--- src/rtl/lsu_defs.svh ---
// LSU build parameters
// Data width, bus timeout length and timer width shared by the RTL

`ifndef LSU_DEFS_SVH
`define LSU_DEFS_SVH

// Data and address width, doubleword access not supported
`define LSU_XLEN 32

// ACCESS cycles without pready before the transfer is aborted
`define LSU_TIMEOUT_CYCLES 16

// Timer counter width, must hold LSU_TIMEOUT_CYCLES - 1
`define LSU_TIMER_W 5

`endif

--- src/rtl/lsu_pkg.sv ---
// LSU type package
// Access size and completion cause codes, FSM states and the
// bus word views used for load lane extraction

`include "lsu_defs.svh"

package lsu_pkg;

  // Access size, code 3 is reserved and always misaligned
  typedef enum logic [1:0] {
    BYTE  = 2'd0,
    HWORD = 2'd1,
    WORD  = 2'd2
  } lsu_size_t;

  // Completion cause reported with done
  typedef enum logic [1:0] {
    CAUSE_NONE       = 2'd0,
    CAUSE_MISALIGNED = 2'd1,
    CAUSE_BUS_ERR    = 2'd2,
    CAUSE_TIMEOUT    = 2'd3
  } lsu_cause_t;

  // Access sequencer states
  typedef enum logic [2:0] {
    ST_IDLE,
    ST_CHECK,
    ST_SETUP,
    ST_ACCESS,
    ST_RESP
  } lsu_state_t;

  // One bus word, seen whole, per byte lane or per halfword lane
  typedef union packed {
    logic [`LSU_XLEN-1:0] w;
    logic [3:0][7:0]      b;
    logic [1:0][15:0]     h;
  } lsu_word_u;

endpackage

--- src/rtl/lsu_misalign_chk.sv ---
// LSU misalignment check
// Decodes fetch and data alignment from the raw request and
// registers the verdict one cycle after acceptance

`timescale 1ns/1ps
`include "lsu_defs.svh"

module lsu_misalign_chk #(
  parameter int HAS_RVC = 0
) (
  input  logic                 clk_i,
  input  logic                 arst_n_i,
  input  logic                 instruction_i,
  input  logic                 req_i,
  input  logic [`LSU_XLEN-1:0] adr_i,
  input  lsu_pkg::lsu_size_t   size_i,
  output logic                 misaligned_o
);
  import lsu_pkg::*;

  logic misaligned;

  // Fetch needs halfword alignment with compressed code and word alignment otherwise
  // Data needs natural alignment by size so nothing crosses a bus word
  always_comb begin
    if (instruction_i) begin
      misaligned = (HAS_RVC != 0) ? adr_i[0] : |adr_i[1:0];
    end else begin
      case (size_i)
        BYTE:    misaligned = 1'b0;
        HWORD:   misaligned = adr_i[0];
        WORD:    misaligned = |adr_i[1:0];
        // Reserved size code
        default: misaligned = 1'b1;
      endcase
    end
  end

  // Verdict only for an accepted request
  always_ff @(posedge clk_i or negedge arst_n_i) begin
    if (!arst_n_i) begin
      misaligned_o <= 1'b0;
    end else begin
      misaligned_o <= req_i & misaligned;
    end
  end

  // A verdict needs a request with a low address bit set or the reserved data size
  a_no_spurious_verdict: assert property (
    @(posedge clk_i) disable iff (!arst_n_i)
    misaligned_o |-> $past(req_i && (|adr_i[1:0] || (!instruction_i && size_i == 2'd3)))
  );

endmodule

--- src/rtl/lsu_bus_timer.sv ---
// LSU bus timer
// Counts wait states of a running APB transfer and flags one
// that has gone on too long without pready

`timescale 1ns/1ps
`include "lsu_defs.svh"

module lsu_bus_timer (
  input  logic clk_i,
  input  logic arst_n_i,
  input  logic run_i,
  output logic expired_o
);

  // Count value in the last allowed ACCESS cycle
  localparam logic [`LSU_TIMER_W-1:0] LAST_CNT = `LSU_TIMEOUT_CYCLES - 1;

  logic [`LSU_TIMER_W-1:0] count_q;

  // Clears between transfers and holds once expired
  always_ff @(posedge clk_i or negedge arst_n_i) begin
    if (!arst_n_i) begin
      count_q <= '0;
    end else if (!run_i) begin
      count_q <= '0;
    end else if (!expired_o) begin
      count_q <= count_q + 1'b1;
    end
  end

  // High in the LSU_TIMEOUT_CYCLES-th running cycle
  assign expired_o = run_i && (count_q == LAST_CNT);

  ////////////////////////////////////////////////////
  // Transfer already running LSU_TIMEOUT_CYCLES - 1 cycles before expiry
  a_expired_in_run: assert property (
    @(posedge clk_i) disable iff (!arst_n_i)
    expired_o |-> $past(run_i, `LSU_TIMEOUT_CYCLES - 1)
  );

endmodule

--- src/rtl/lsu_lane_align.sv ---
// LSU lane alignment
// Store side replicates byte or halfword data over all lanes and
// builds the APB4 byte strobes
// Load side picks the addressed lane from prdata, extends it and
// captures the result when the transfer completes

`timescale 1ns/1ps
`include "lsu_defs.svh"

module lsu_lane_align (
  input  logic                 clk_i,
  input  logic                 arst_n_i,
  input  logic [1:0]           adr_lo_i,
  input  lsu_pkg::lsu_size_t   size_i,
  input  logic                 unsigned_i,
  input  logic                 write_i,
  input  logic [`LSU_XLEN-1:0] wdata_i,
  input  logic                 capture_i,
  input  logic [`LSU_XLEN-1:0] prdata_i,
  output logic [`LSU_XLEN-1:0] pwdata_o,
  output logic [3:0]           pstrb_o,
  output logic [`LSU_XLEN-1:0] rdata_o
);
  import lsu_pkg::*;

  lsu_word_u            rd_word;
  logic [7:0]           rd_byte;
  logic [15:0]          rd_half;
  logic [`LSU_XLEN-1:0] load_ext;
  logic [3:0]           strb;

  ////////////////////////////////////////////////////
  // Store steering
  always_comb begin
    case (size_i)
      BYTE: begin
        pwdata_o = {4{wdata_i[7:0]}};
        strb     = 4'b0001 << adr_lo_i;
      end
      HWORD: begin
        pwdata_o = {2{wdata_i[15:0]}};
        strb     = adr_lo_i[1] ? 4'b1100 : 4'b0011;
      end
      WORD: begin
        pwdata_o = wdata_i;
        strb     = 4'b1111;
      end
      default: begin
        pwdata_o = wdata_i;
        strb     = 4'b0000;
      end
    endcase
  end

  // APB4 wants no strobes on reads
  assign pstrb_o = write_i ? strb : 4'b0000;

  ////////////////////////////////////////////////////
  // Load extraction
  assign rd_word = prdata_i;
  assign rd_byte = rd_word.b[adr_lo_i];
  assign rd_half = rd_word.h[adr_lo_i[1]];

  always_comb begin
    case (size_i)
      BYTE:    load_ext = {{(`LSU_XLEN-8){rd_byte[7] & ~unsigned_i}}, rd_byte};
      HWORD:   load_ext = {{(`LSU_XLEN-16){rd_half[15] & ~unsigned_i}}, rd_half};
      default: load_ext = rd_word.w;
    endcase
  end

  // Load result holds until the next completed read
  always_ff @(posedge clk_i) begin
    if (capture_i) begin
      rdata_o <= load_ext;
    end
  end

  // Legal strobe shape per size on writes
  function automatic logic strb_legal(lsu_size_t sz, logic [3:0] s);
    case (sz)
      BYTE:    return $onehot(s);
      HWORD:   return (s == 4'b0011) || (s == 4'b1100);
      WORD:    return s == 4'b1111;
      default: return s == 4'b0000;
    endcase
  endfunction

  // Write strobes also cover the addressed byte for every legal size
  a_strb_legal: assert property (
    @(posedge clk_i) disable iff (!arst_n_i)
    write_i |-> strb_legal(size_i, pstrb_o) && (size_i == 2'd3 || pstrb_o[adr_lo_i])
  );

endmodule

--- src/rtl/lsu_ctrl_fsm.sv ---
// LSU access controller
// Latches a CPU request, waits for the alignment verdict and runs
// one APB4 transfer, then reports completion with a cause code

`timescale 1ns/1ps
`include "lsu_defs.svh"

module lsu_ctrl_fsm (
  input  logic                 clk_i,
  input  logic                 arst_n_i,
  // CPU request
  input  logic                 req_i,
  input  logic                 we_i,
  input  logic                 instruction_i,
  input  logic [`LSU_XLEN-1:0] adr_i,
  input  lsu_pkg::lsu_size_t   size_i,
  input  logic                 unsigned_i,
  input  logic [`LSU_XLEN-1:0] wdata_i,
  output logic                 busy_o,
  output logic                 done_o,
  output logic                 err_o,
  output lsu_pkg::lsu_cause_t  cause_o,
  // Helper blocks
  output logic                 accept_o,
  input  logic                 misaligned_i,
  output logic                 run_o,
  input  logic                 expired_i,
  output logic                 capture_o,
  output logic [1:0]           adr_lo_o,
  output lsu_pkg::lsu_size_t   size_o,
  output logic                 unsigned_o,
  output logic [`LSU_XLEN-1:0] wdata_o,
  // APB master
  output logic                 psel_o,
  output logic                 penable_o,
  output logic                 pwrite_o,
  output logic [`LSU_XLEN-1:0] paddr_o,
  input  logic                 pready_i,
  input  logic                 pslverr_i
);
  import lsu_pkg::*;

  lsu_state_t           state_q;
  lsu_state_t           state_d;
  lsu_cause_t           cause_q;
  lsu_cause_t           cause_d;
  logic                 we_q;
  logic [`LSU_XLEN-1:0] adr_q;
  lsu_size_t            size_q;
  logic                 unsigned_q;
  logic [`LSU_XLEN-1:0] wdata_q;

  ////////////////////////////////////////////////////
  // Next state and cause
  always_comb begin
    state_d = state_q;
    cause_d = cause_q;
    case (state_q)
      ST_IDLE: begin
        if (accept_o) begin
          state_d = ST_CHECK;
          cause_d = CAUSE_NONE;
        end
      end
      // Verdict is registered, valid here
      ST_CHECK: begin
        if (misaligned_i) begin
          state_d = ST_RESP;
          cause_d = CAUSE_MISALIGNED;
        end else begin
          state_d = ST_SETUP;
        end
      end
      ST_SETUP: state_d = ST_ACCESS;
      // pready wins over a timeout in the same cycle
      ST_ACCESS: begin
        if (pready_i) begin
          state_d = ST_RESP;
          cause_d = pslverr_i ? CAUSE_BUS_ERR : CAUSE_NONE;
        end else if (expired_i) begin
          state_d = ST_RESP;
          cause_d = CAUSE_TIMEOUT;
        end
      end
      ST_RESP: state_d = ST_IDLE;
      default: state_d = ST_IDLE;
    endcase
  end

  always_ff @(posedge clk_i or negedge arst_n_i) begin
    if (!arst_n_i) begin
      state_q <= ST_IDLE;
      cause_q <= CAUSE_NONE;
      we_q    <= 1'b0;
    end else begin
      state_q <= state_d;
      cause_q <= cause_d;
      // A fetch never writes
      if (accept_o) begin
        we_q <= we_i & ~instruction_i;
      end
    end
  end

  // Request payload
  always_ff @(posedge clk_i) begin
    if (accept_o) begin
      adr_q      <= adr_i;
      size_q     <= size_i;
      unsigned_q <= unsigned_i;
      wdata_q    <= wdata_i;
    end
  end

  ////////////////////////////////////////////////////
  // CPU side
  assign busy_o   = (state_q != ST_IDLE);
  assign accept_o = req_i & ~busy_o;
  assign done_o   = (state_q == ST_RESP);
  assign err_o    = done_o && (cause_q != CAUSE_NONE);
  assign cause_o  = cause_q;

  // Helper blocks
  assign run_o      = (state_q == ST_ACCESS);
  assign capture_o  = run_o & pready_i;
  assign adr_lo_o   = adr_q[1:0];
  assign size_o     = size_q;
  assign unsigned_o = unsigned_q;
  assign wdata_o    = wdata_q;

  // APB control, word aligned address
  assign psel_o    = (state_q == ST_SETUP) || (state_q == ST_ACCESS);
  assign penable_o = run_o;
  assign pwrite_o  = we_q;
  assign paddr_o   = {adr_q[`LSU_XLEN-1:2], 2'b00};

  // ACCESS always follows a SETUP cycle of the same transfer
  a_penable_after_setup: assert property (
    @(posedge clk_i) disable iff (!arst_n_i)
    $rose(penable_o) |-> psel_o && $past(psel_o && !penable_o)
  );

  // Address and direction hold through wait states
  a_paddr_stable: assert property (
    @(posedge clk_i) disable iff (!arst_n_i)
    psel_o && !pready_i |=> $stable(paddr_o) && $stable(pwrite_o)
  );

endmodule

--- src/rtl/lsu_top.sv ---
// LSU top level
// Load/store access unit, CPU request port to an APB4 master port
// Misaligned requests complete without a bus transfer, all others
// run as a single APB4 transfer guarded by a timeout

`timescale 1ns/1ps
`include "lsu_defs.svh"

module lsu_top #(
  parameter int HAS_RVC = 0
) (
  input  logic                 clk_i,
  input  logic                 arst_n_i,
  // CPU side
  input  logic                 req_i,
  input  logic                 we_i,
  input  logic                 instruction_i,
  input  logic [`LSU_XLEN-1:0] adr_i,
  input  lsu_pkg::lsu_size_t   size_i,
  input  logic                 unsigned_i,
  input  logic [`LSU_XLEN-1:0] wdata_i,
  output logic                 busy_o,
  output logic                 done_o,
  output logic                 err_o,
  output lsu_pkg::lsu_cause_t  cause_o,
  output logic [`LSU_XLEN-1:0] rdata_o,
  // APB4 master
  output logic                 psel_o,
  output logic                 penable_o,
  output logic                 pwrite_o,
  output logic [`LSU_XLEN-1:0] paddr_o,
  output logic [`LSU_XLEN-1:0] pwdata_o,
  output logic [3:0]           pstrb_o,
  input  logic [`LSU_XLEN-1:0] prdata_i,
  input  logic                 pready_i,
  input  logic                 pslverr_i
);
  import lsu_pkg::*;

  logic                 accept;
  logic                 misaligned;
  logic                 run;
  logic                 expired;
  logic                 capture;
  logic [1:0]           adr_lo;
  lsu_size_t            size_lat;
  logic                 unsigned_lat;
  logic [`LSU_XLEN-1:0] wdata_lat;

  lsu_ctrl_fsm u_ctrl (
    .clk_i, .arst_n_i, .req_i, .we_i, .instruction_i, .adr_i, .size_i,
    .unsigned_i, .wdata_i, .busy_o, .done_o, .err_o, .cause_o,
    .accept_o     (accept),
    .misaligned_i (misaligned),
    .run_o        (run),
    .expired_i    (expired),
    .capture_o    (capture),
    .adr_lo_o     (adr_lo),
    .size_o       (size_lat),
    .unsigned_o   (unsigned_lat),
    .wdata_o      (wdata_lat),
    .psel_o, .penable_o, .pwrite_o, .paddr_o, .pready_i, .pslverr_i
  );

  // Checks the raw request in the accepting cycle
  lsu_misalign_chk #(
    .HAS_RVC (HAS_RVC)
  ) u_misalign (
    .clk_i, .arst_n_i, .instruction_i,
    .req_i        (accept),
    .adr_i, .size_i,
    .misaligned_o (misaligned)
  );

  lsu_bus_timer u_timer (
    .clk_i, .arst_n_i,
    .run_i     (run),
    .expired_o (expired)
  );

  // Works on the latched request
  lsu_lane_align u_lanes (
    .clk_i, .arst_n_i,
    .adr_lo_i   (adr_lo),
    .size_i     (size_lat),
    .unsigned_i (unsigned_lat),
    .write_i    (pwrite_o),
    .wdata_i    (wdata_lat),
    .capture_i  (capture),
    .prdata_i, .pwdata_o, .pstrb_o, .rdata_o
  );

endmodule

--- config.mk ---
export PLATFORM = sky130hd
export DESIGN_NAME = lsu_top
export DESIGN_NICKNAME = d
export VERILOG_FILES = /design/src/rtl/lsu_pkg.sv /design/src/rtl/lsu_misalign_chk.sv /design/src/rtl/lsu_bus_timer.sv /design/src/rtl/lsu_lane_align.sv /design/src/rtl/lsu_ctrl_fsm.sv /design/src/rtl/lsu_top.sv
export VERILOG_INCLUDE_DIRS = /design/src /design/src/rtl
export SDC_FILE = /design/constraint.sdc
export NUM_CORES = 1
export LEC_CHECK = 0
export BUFFER_PORTS_ARGS = -buffer_cell sky130_fd_sc_hd__buf_4
export CORE_ASPECT_RATIO = 0.75
export CORE_MARGIN = 2
export CORE_UTILIZATION = 51
export DETAILED_ROUTE_END_ITERATION = 10
export MAX_ROUTING_LAYER = met4
export PLACE_DENSITY = 0.9
export SYNTH_ARGS = -nofsm -noshare
export SYNTH_HDL_FRONTEND = slang
export SYNTH_SLANG_ARGS = --single-unit
export TNS_END_PERCENT = 30
--- constraint.sdc ---
create_clock -name clk_i -period 5.7 [get_ports clk_i]
set_clock_uncertainty 0.15 [all_clocks]
set_input_delay 0.57 -clock clk_i [delete_from_list [all_inputs] [get_ports clk_i]]
set_output_delay 0.57 -clock clk_i [all_outputs]
set_load 0.01 [all_outputs]
* Word level (Yosys, flattened, before mapping) *
Cells that the tools add are included.

storage, ports and cells
  bits in writable memories = 0
  register bits = 111
  memories kept = 0
  latch bits = 0
  ROM bits = 0
  word-level logic and storage cells = 72

operators by class
  add/subtract/negate cells = 1
  bitwise operators = 9
  divide/modulo/power cells = 0
  shift operators = 1
  $lt $le $gt $ge = 2
  equal/unequal tests = 13
  multiplexer cells = 24
  reduce and logical (&&, ||, !) cells = 12
  multiply operators = 0

operators with widths
  cell                                                                      number
  32-bit one-hot mux with 2 select lines                                    2
  16-bit two-way mux                                                        2
  8-bit binary-select mux with 2-bit select                                 1
  3-bit two-way mux                                                         4
  3-bit one-hot mux with 4 select lines                                     1
  4-bit one-hot mux with 3 select lines                                     1
  2-bit two-way mux                                                         5
  5-bit two-way mux                                                         2
  4-bit two-way mux                                                         2
  8-bit two-way mux                                                         1
  1-bit AND                                                                 6
  3-bit by 2-bit equality test with 1-bit output (second input constant)    2
  2-bit one-hot mux with 3 select lines                                     1
  3-bit nonzero test                                                        2
  5-bit by 1-bit adder with 5-bit output (second input constant)            1
  5-bit by 4-bit equality test with 1-bit output (second input constant)    1
  2-bit by 1-bit equality test with 1-bit output (second input constant)    2
  2-bit equality test (second input constant)                               2
  2-bit logical NOT                                                         2
  2-bit by 1-bit inequality test with 1-bit output (second input constant)  2
  4-bit AND reduction                                                       1
  1-bit by 2-bit << shifter with 4-bit output (first input constant)        1
  3-bit by 1-bit equality test with 1-bit output (second input constant)    1
  3-bit equality test (second input constant)                               1
  other kinds (13)                                                          16

* Depth between registers and ports, before layout *
  depth in word-level cells = 5
  gate-level depth with buffers = 7

* Hierarchy *
Synthesis repeated with hierarchy kept, for this count alone.

second synthesis, totals
  cell total of the unflattened synthesis = 331
  area total of the unflattened synthesis = 4794.6 um^2

modules (own cells, without submodules)
  module            area an instance (um^2)  cells an instance  instances
  lsu_ctrl_fsm      2413.6                   107                1
  lsu_lane_align    2047.0                   196                1
  lsu_bus_timer     284.0                    24                 1
  lsu_misalign_chk  50.0                     4                  1

* Least setup slack after synthesis *
Ideal clock, no wire load.

  kind = register to register
  start point = register u_ctrl.state_q[1]
  end point = register u_ctrl.adr_q[0] (enable)
  setup slack = 2.894 ns
  path buffers = 1
  cell stages (with the launch flop) = 5
  data arrival time = 2.235 ns
  library setup time = 0.421 ns
  period minus slack after synthesis = 2.806 ns
  cell sequence = dfrtp_1 -> clkbuf_1 -> nor3_1 -> nand2_1 -> inv_1

between the ends
  cells in the longest elaborated chain, start to end = 3

ends and longest elaborated chain
  element                 line                 text
  from (decl)             lsu_ctrl_fsm.sv:43   lsu_state_t state_q;
  from (signal assigned)  lsu_ctrl_fsm.sv:96   state_q <= state_d;
  3-bit nonzero test      lsu_ctrl_fsm.sv:117  assign busy_o = (state_q != ST_IDLE);
  1-bit inverter          lsu_ctrl_fsm.sv:118  assign accept_o = req_i & ~busy_o;
  1-bit AND               lsu_ctrl_fsm.sv:118
  net accept              lsu_top.sv:40        logic accept;
  to (signal assigned)    lsu_ctrl_fsm.sv:108  adr_q <= adr_i;
  to (decl)               lsu_ctrl_fsm.sv:48   logic [`LSU_XLEN-1:0] adr_q;

The timed path passes the listed nets, and every way through them passes these cells.
A chain may end at the register's enable or synchronous reset.

* Worst setup path in the final report *
  start point = register u_ctrl.size_q[0] (netlist: u_ctrl.size_o[0])
  end point = output port pstrb_o[0]

between the ends
  cells in the longest elaborated chain, start to end = 3
  elaborated cells between the ends (all ways) = 5
  classes of those cells = eq/ne (2); mux (2); reduce/logical (1)

ends and longest elaborated chain
  element                                      line                  text
  from (decl)                                  lsu_ctrl_fsm.sv:49    lsu_size_t size_q;
  from (signal assigned)                       lsu_ctrl_fsm.sv:109   size_q <= size_i;
  2-bit equality test (tied with other cells)  lsu_lane_align.sv:35  case (size_i)
  4-bit one-hot mux with 3 select lines (*)    lsu_lane_align.sv:35
  4-bit two-way mux (*)                        lsu_lane_align.sv:56  assign pstrb_o = write_i ? strb : 4'b0000;
  to (decl)                                    lsu_top.sv:33         output logic [3:0] pstrb_o,

Mark *: on every way between the ends. The rest lies on a longest branch, timed or not.

==> qor.yml <==
status: "finished clean"
numCtsBuffers: 9
crit_slowest_cell: "edfxtp_1"
powerDensity_mw_per_mm2: 396
design.core.area_mm2: 0.00912
wl_um: 13100
avgSynthCellArea_um2: 13.7
worstPathArrival_ns: 2.60
yosys_most_used_dff: "edfxtp_1"
clockPowerShare: 0.241
nNetsFinal: 656
critical-path-max-stage-delay_ns: 0.81
fin_crit_sh: 0.583
place_hpwl_um: 9670
netlist_area_mm2: 0.00484
drc: 0
htreeDepth: 3
rows: 30
cap_violations: 0
min_path_type: "in2reg"
worstPathMaxFanout: 24
diodes: 0
port_buffers: 211
antenna_found_initial: 0
relSlewSlack: 0.320
dr.pass1.iters: 5
crit_required_ns: 4.98
worst_slew_pin_slew_ns: 1.02
clk_pin_slew_ns: 0.07
slew_violations: 0
switchingPower_mw: 0.831
synth_common_cells: "edfxtp_1, a21oi_1, mux2_2"
grt_pass1_wl_um: 19000
max_freq_mhz: 301
fp.dieH_um: 88.3
nFillCells: 604
ios: 214
synth_most_common_cell: "edfxtp_1"
cts-root-buf: "clkbuf_16"
multi_input_area_mm2: 0.00133
stdcell_count: 681
synth.distinct_cells: 40
yosysWarnings: 0
synth_area_leader_cell: "edfxtp_1"
place_congestion: 0.917
synthArstFlopShare: 0.108
syn-instance-count: 354
crit_path_start_kind: "flop"
dr.first_iter.drc_count: 282
switching_share: 0.312
dieArea_mm2: 0.0103
initial_utilization: 0.530
grt_pass1_vias: 3632
synth_top_area_share: 0.615
clk_path_buf_depth: 2
avgRoutedWirePerCell_um: 19.2
ant_nets: 0
setup_violations: 0
p_leak_nw: 2.83
vias: 3675
combPwrFrac: 0.302
rsz0062_at_grt: "false"
cts_resized: 0
hold_violations: 0
final.setup.tns_ns: 0
yosys-top-cells-area: "edfxtp_1, dfrtp_1, mux2_2, a21oi_1, a211o_1"
synth_edf_count: 99
pwr-share-seq: 0.457
fin_crit_ns: 3.32
clock-sinks: 111
final_layout_size_suffix_gt1_frac: 0.461
grt_max_degree: 68
regArea_mm2: 0.00327
viasPerCell: 5.40
ys_seq_area_frac: 0.677
ys_ff_latch: 111
cts_setup_buffers: 0
crit_type: "reg2out"
p_int_mw: 1.84
vdd.ir_drop.worst_v: 0.000289
crit_chain: "nand2b_1, a21oi_1, nor2_1, buf_4"
post-route-util: 0.739
die_x_um: 116
clk_latency_ns: 0.36
place_inst: 664
track_usage: 0.260
crit_path_end_kind: "output port"
cts_tree: "yes"
area_growth_pct: 39.4
grt_overflow: 0
-- power by group through the flow --
stage,Clock [mW],Combinational (mW),Sequential [mW]
after floorplan,0,0.418,1.23
after global placement,0,0.782,1.23
after detailed placement,0,0.805,1.23
after CTS,0.649,0.809,1.22
after global routing,0.670,0.872,1.24
final,0.643,0.805,1.22
-- worst paths after layout --
kind / from / endpoint / slack [ns] / cells past startpoint
worst min register to register: u_timer.count_q[4]$_DFFE_PN0P_ / u_timer.count_q[4]$_DFFE_PN0P_ / 0.40 / 2
min in group asynchronous: arst_n_i / u_ctrl.pwrite_o$_DFFE_PN0P_ / 0.44 / 2
worst max register to register: u_ctrl.size_o[1]$_DFFE_PP_ / u_lanes.rdata_o[12]$_DFFE_PP_ / 2.98 / 4
worst max-delay path: u_ctrl.size_o[0]$_DFFE_PP_ / pstrb_o[0] / 2.38 / 4
max in group asynchronous: arst_n_i / u_ctrl.state_q[0]$_DFFE_PN0P_ / 4.80 / 2
worst min-delay path: wdata_i[4] / u_ctrl.wdata_o[4]$_DFFE_PP_ / 0.23 / 1
-- per-layer routing --
metal | GRT usage | wire [µm] | vias to the layer above
li1 | - | - | 1697
met5 | - | 0 | -
met1 | 0.299 | 4830 | 1764
met3 | 0.0699 | 1100 | 11
met4 | 0.0703 | 153 | 0
met2 | 0.454 | 7010 | 203
-- layout by cell type, fill, tap and decap left out, types with 2 or more instances in the layout --
cell type | Yosys | routed
o21ai_0 | 11 | 11
inv_6 | 0 | 3
a21boi_0 | 7 | 7
dfrtp_1 | 12 | 12
ha_1 | 2 | 2
nor3_1 | 2 | 2
nand2b_1 | 10 | 10
inv_1 | 16 | 15
edfxtp_1 | 99 | 99
a211oi_1 | 3 | 3
nor3b_1 | 2 | 2
o211ai_1 | 7 | 7
nor2_2 | 1 | 2
and3_1 | 2 | 2
nand4_1 | 7 | 7
xor2_1 | 2 | 2
mux2_2 | 20 | 20
clkinv_4 | 0 | 2
clkbuf_16 | 0 | 9
nand3b_1 | 8 | 8
buf_4 | 10 | 214
nor2_1 | 14 | 13
nand2_1 | 17 | 17
a21oi_1 | 41 | 41
mux2i_1 | 9 | 9
a211o_1 | 14 | 14
nor2b_1 | 3 | 3
conb_1 | 1 | 2
-- critical path: cells and delay by family (launching register included) --
kind / cells / cell delay (ns)
AOI/OAI and AO/OA: 1 / 0.62
buffers and inverters: 1 / 0.17
DFF: 1 / 0.81
and+or+nand+nor: 2 / 0.65
-- flip-flops by register name (all words and copies together), names as in the netlist --
| name | cells |
|---|---|
| u_ctrl.cause_o | 2 |
| u_ctrl.adr_q | 32 |
| u_lanes.rdata_o | 32 |
| u_ctrl.size_o | 2 |
| u_ctrl.unsigned_o | 1 |
| u_timer.count_q | 5 |
| u_ctrl.pwrite_o | 1 |
| u_ctrl.state_q | 3 |
| u_ctrl.wdata_o | 32 |
| u_misalign.misaligned_o | 1 |
-- cells by family (layout without fill, tap and decap cells) --
kind of cell               count (synthesis)  after routing  share of synthesized area
DFF                                      111            111                      0.677
AOI/OAI and AO/OA                         88             88                      0.114
and+or+nand+nor                           70             70                     0.0784
buffers and inverters                     49            247                     0.0497
muxes                                     30             30                     0.0698
xor gates and xnor gates                   3              3                    0.00543
adders and majority gates                  2              2                    0.00517
other                                      1              2                   0.000775
-- cell type report --
| type | instances | area share |
|---|---|---|
| inverters | 16 | 0.00891 |
| clock buffers | 9 | 0.0334 |
| well taps | 128 | 0.0237 |
| repair buffers | 215 | 0.240 |
| multi-input cells | 195 | 0.197 |
| clock inverters | 7 | 0.0117 |
| flip-flops and latches | 111 | 0.485 |
-- repair_timing --
item	CTS	global route
hold buffers	1	0
hold endpoints to repair	12	0
setup endpoints to repair	0	0
-- metrics by stage --
stage          power, mW  hold slack (ns)  setup slack (ns)  instance area [µm²]
2_1_floorplan       1.64            0.124              2.89                 4840
3_5_place_dp        2.04            0.269              2.81                 6430
3_3_place_gp        2.01            0.264              2.92                 6430
5_1_grt             2.78            0.226              2.26                 6740
4_1_cts             2.68            0.229              2.42                 6740
6_report            2.67            0.235              2.38                 6740
Note: power is estimated with default switching activity, not from simulation.
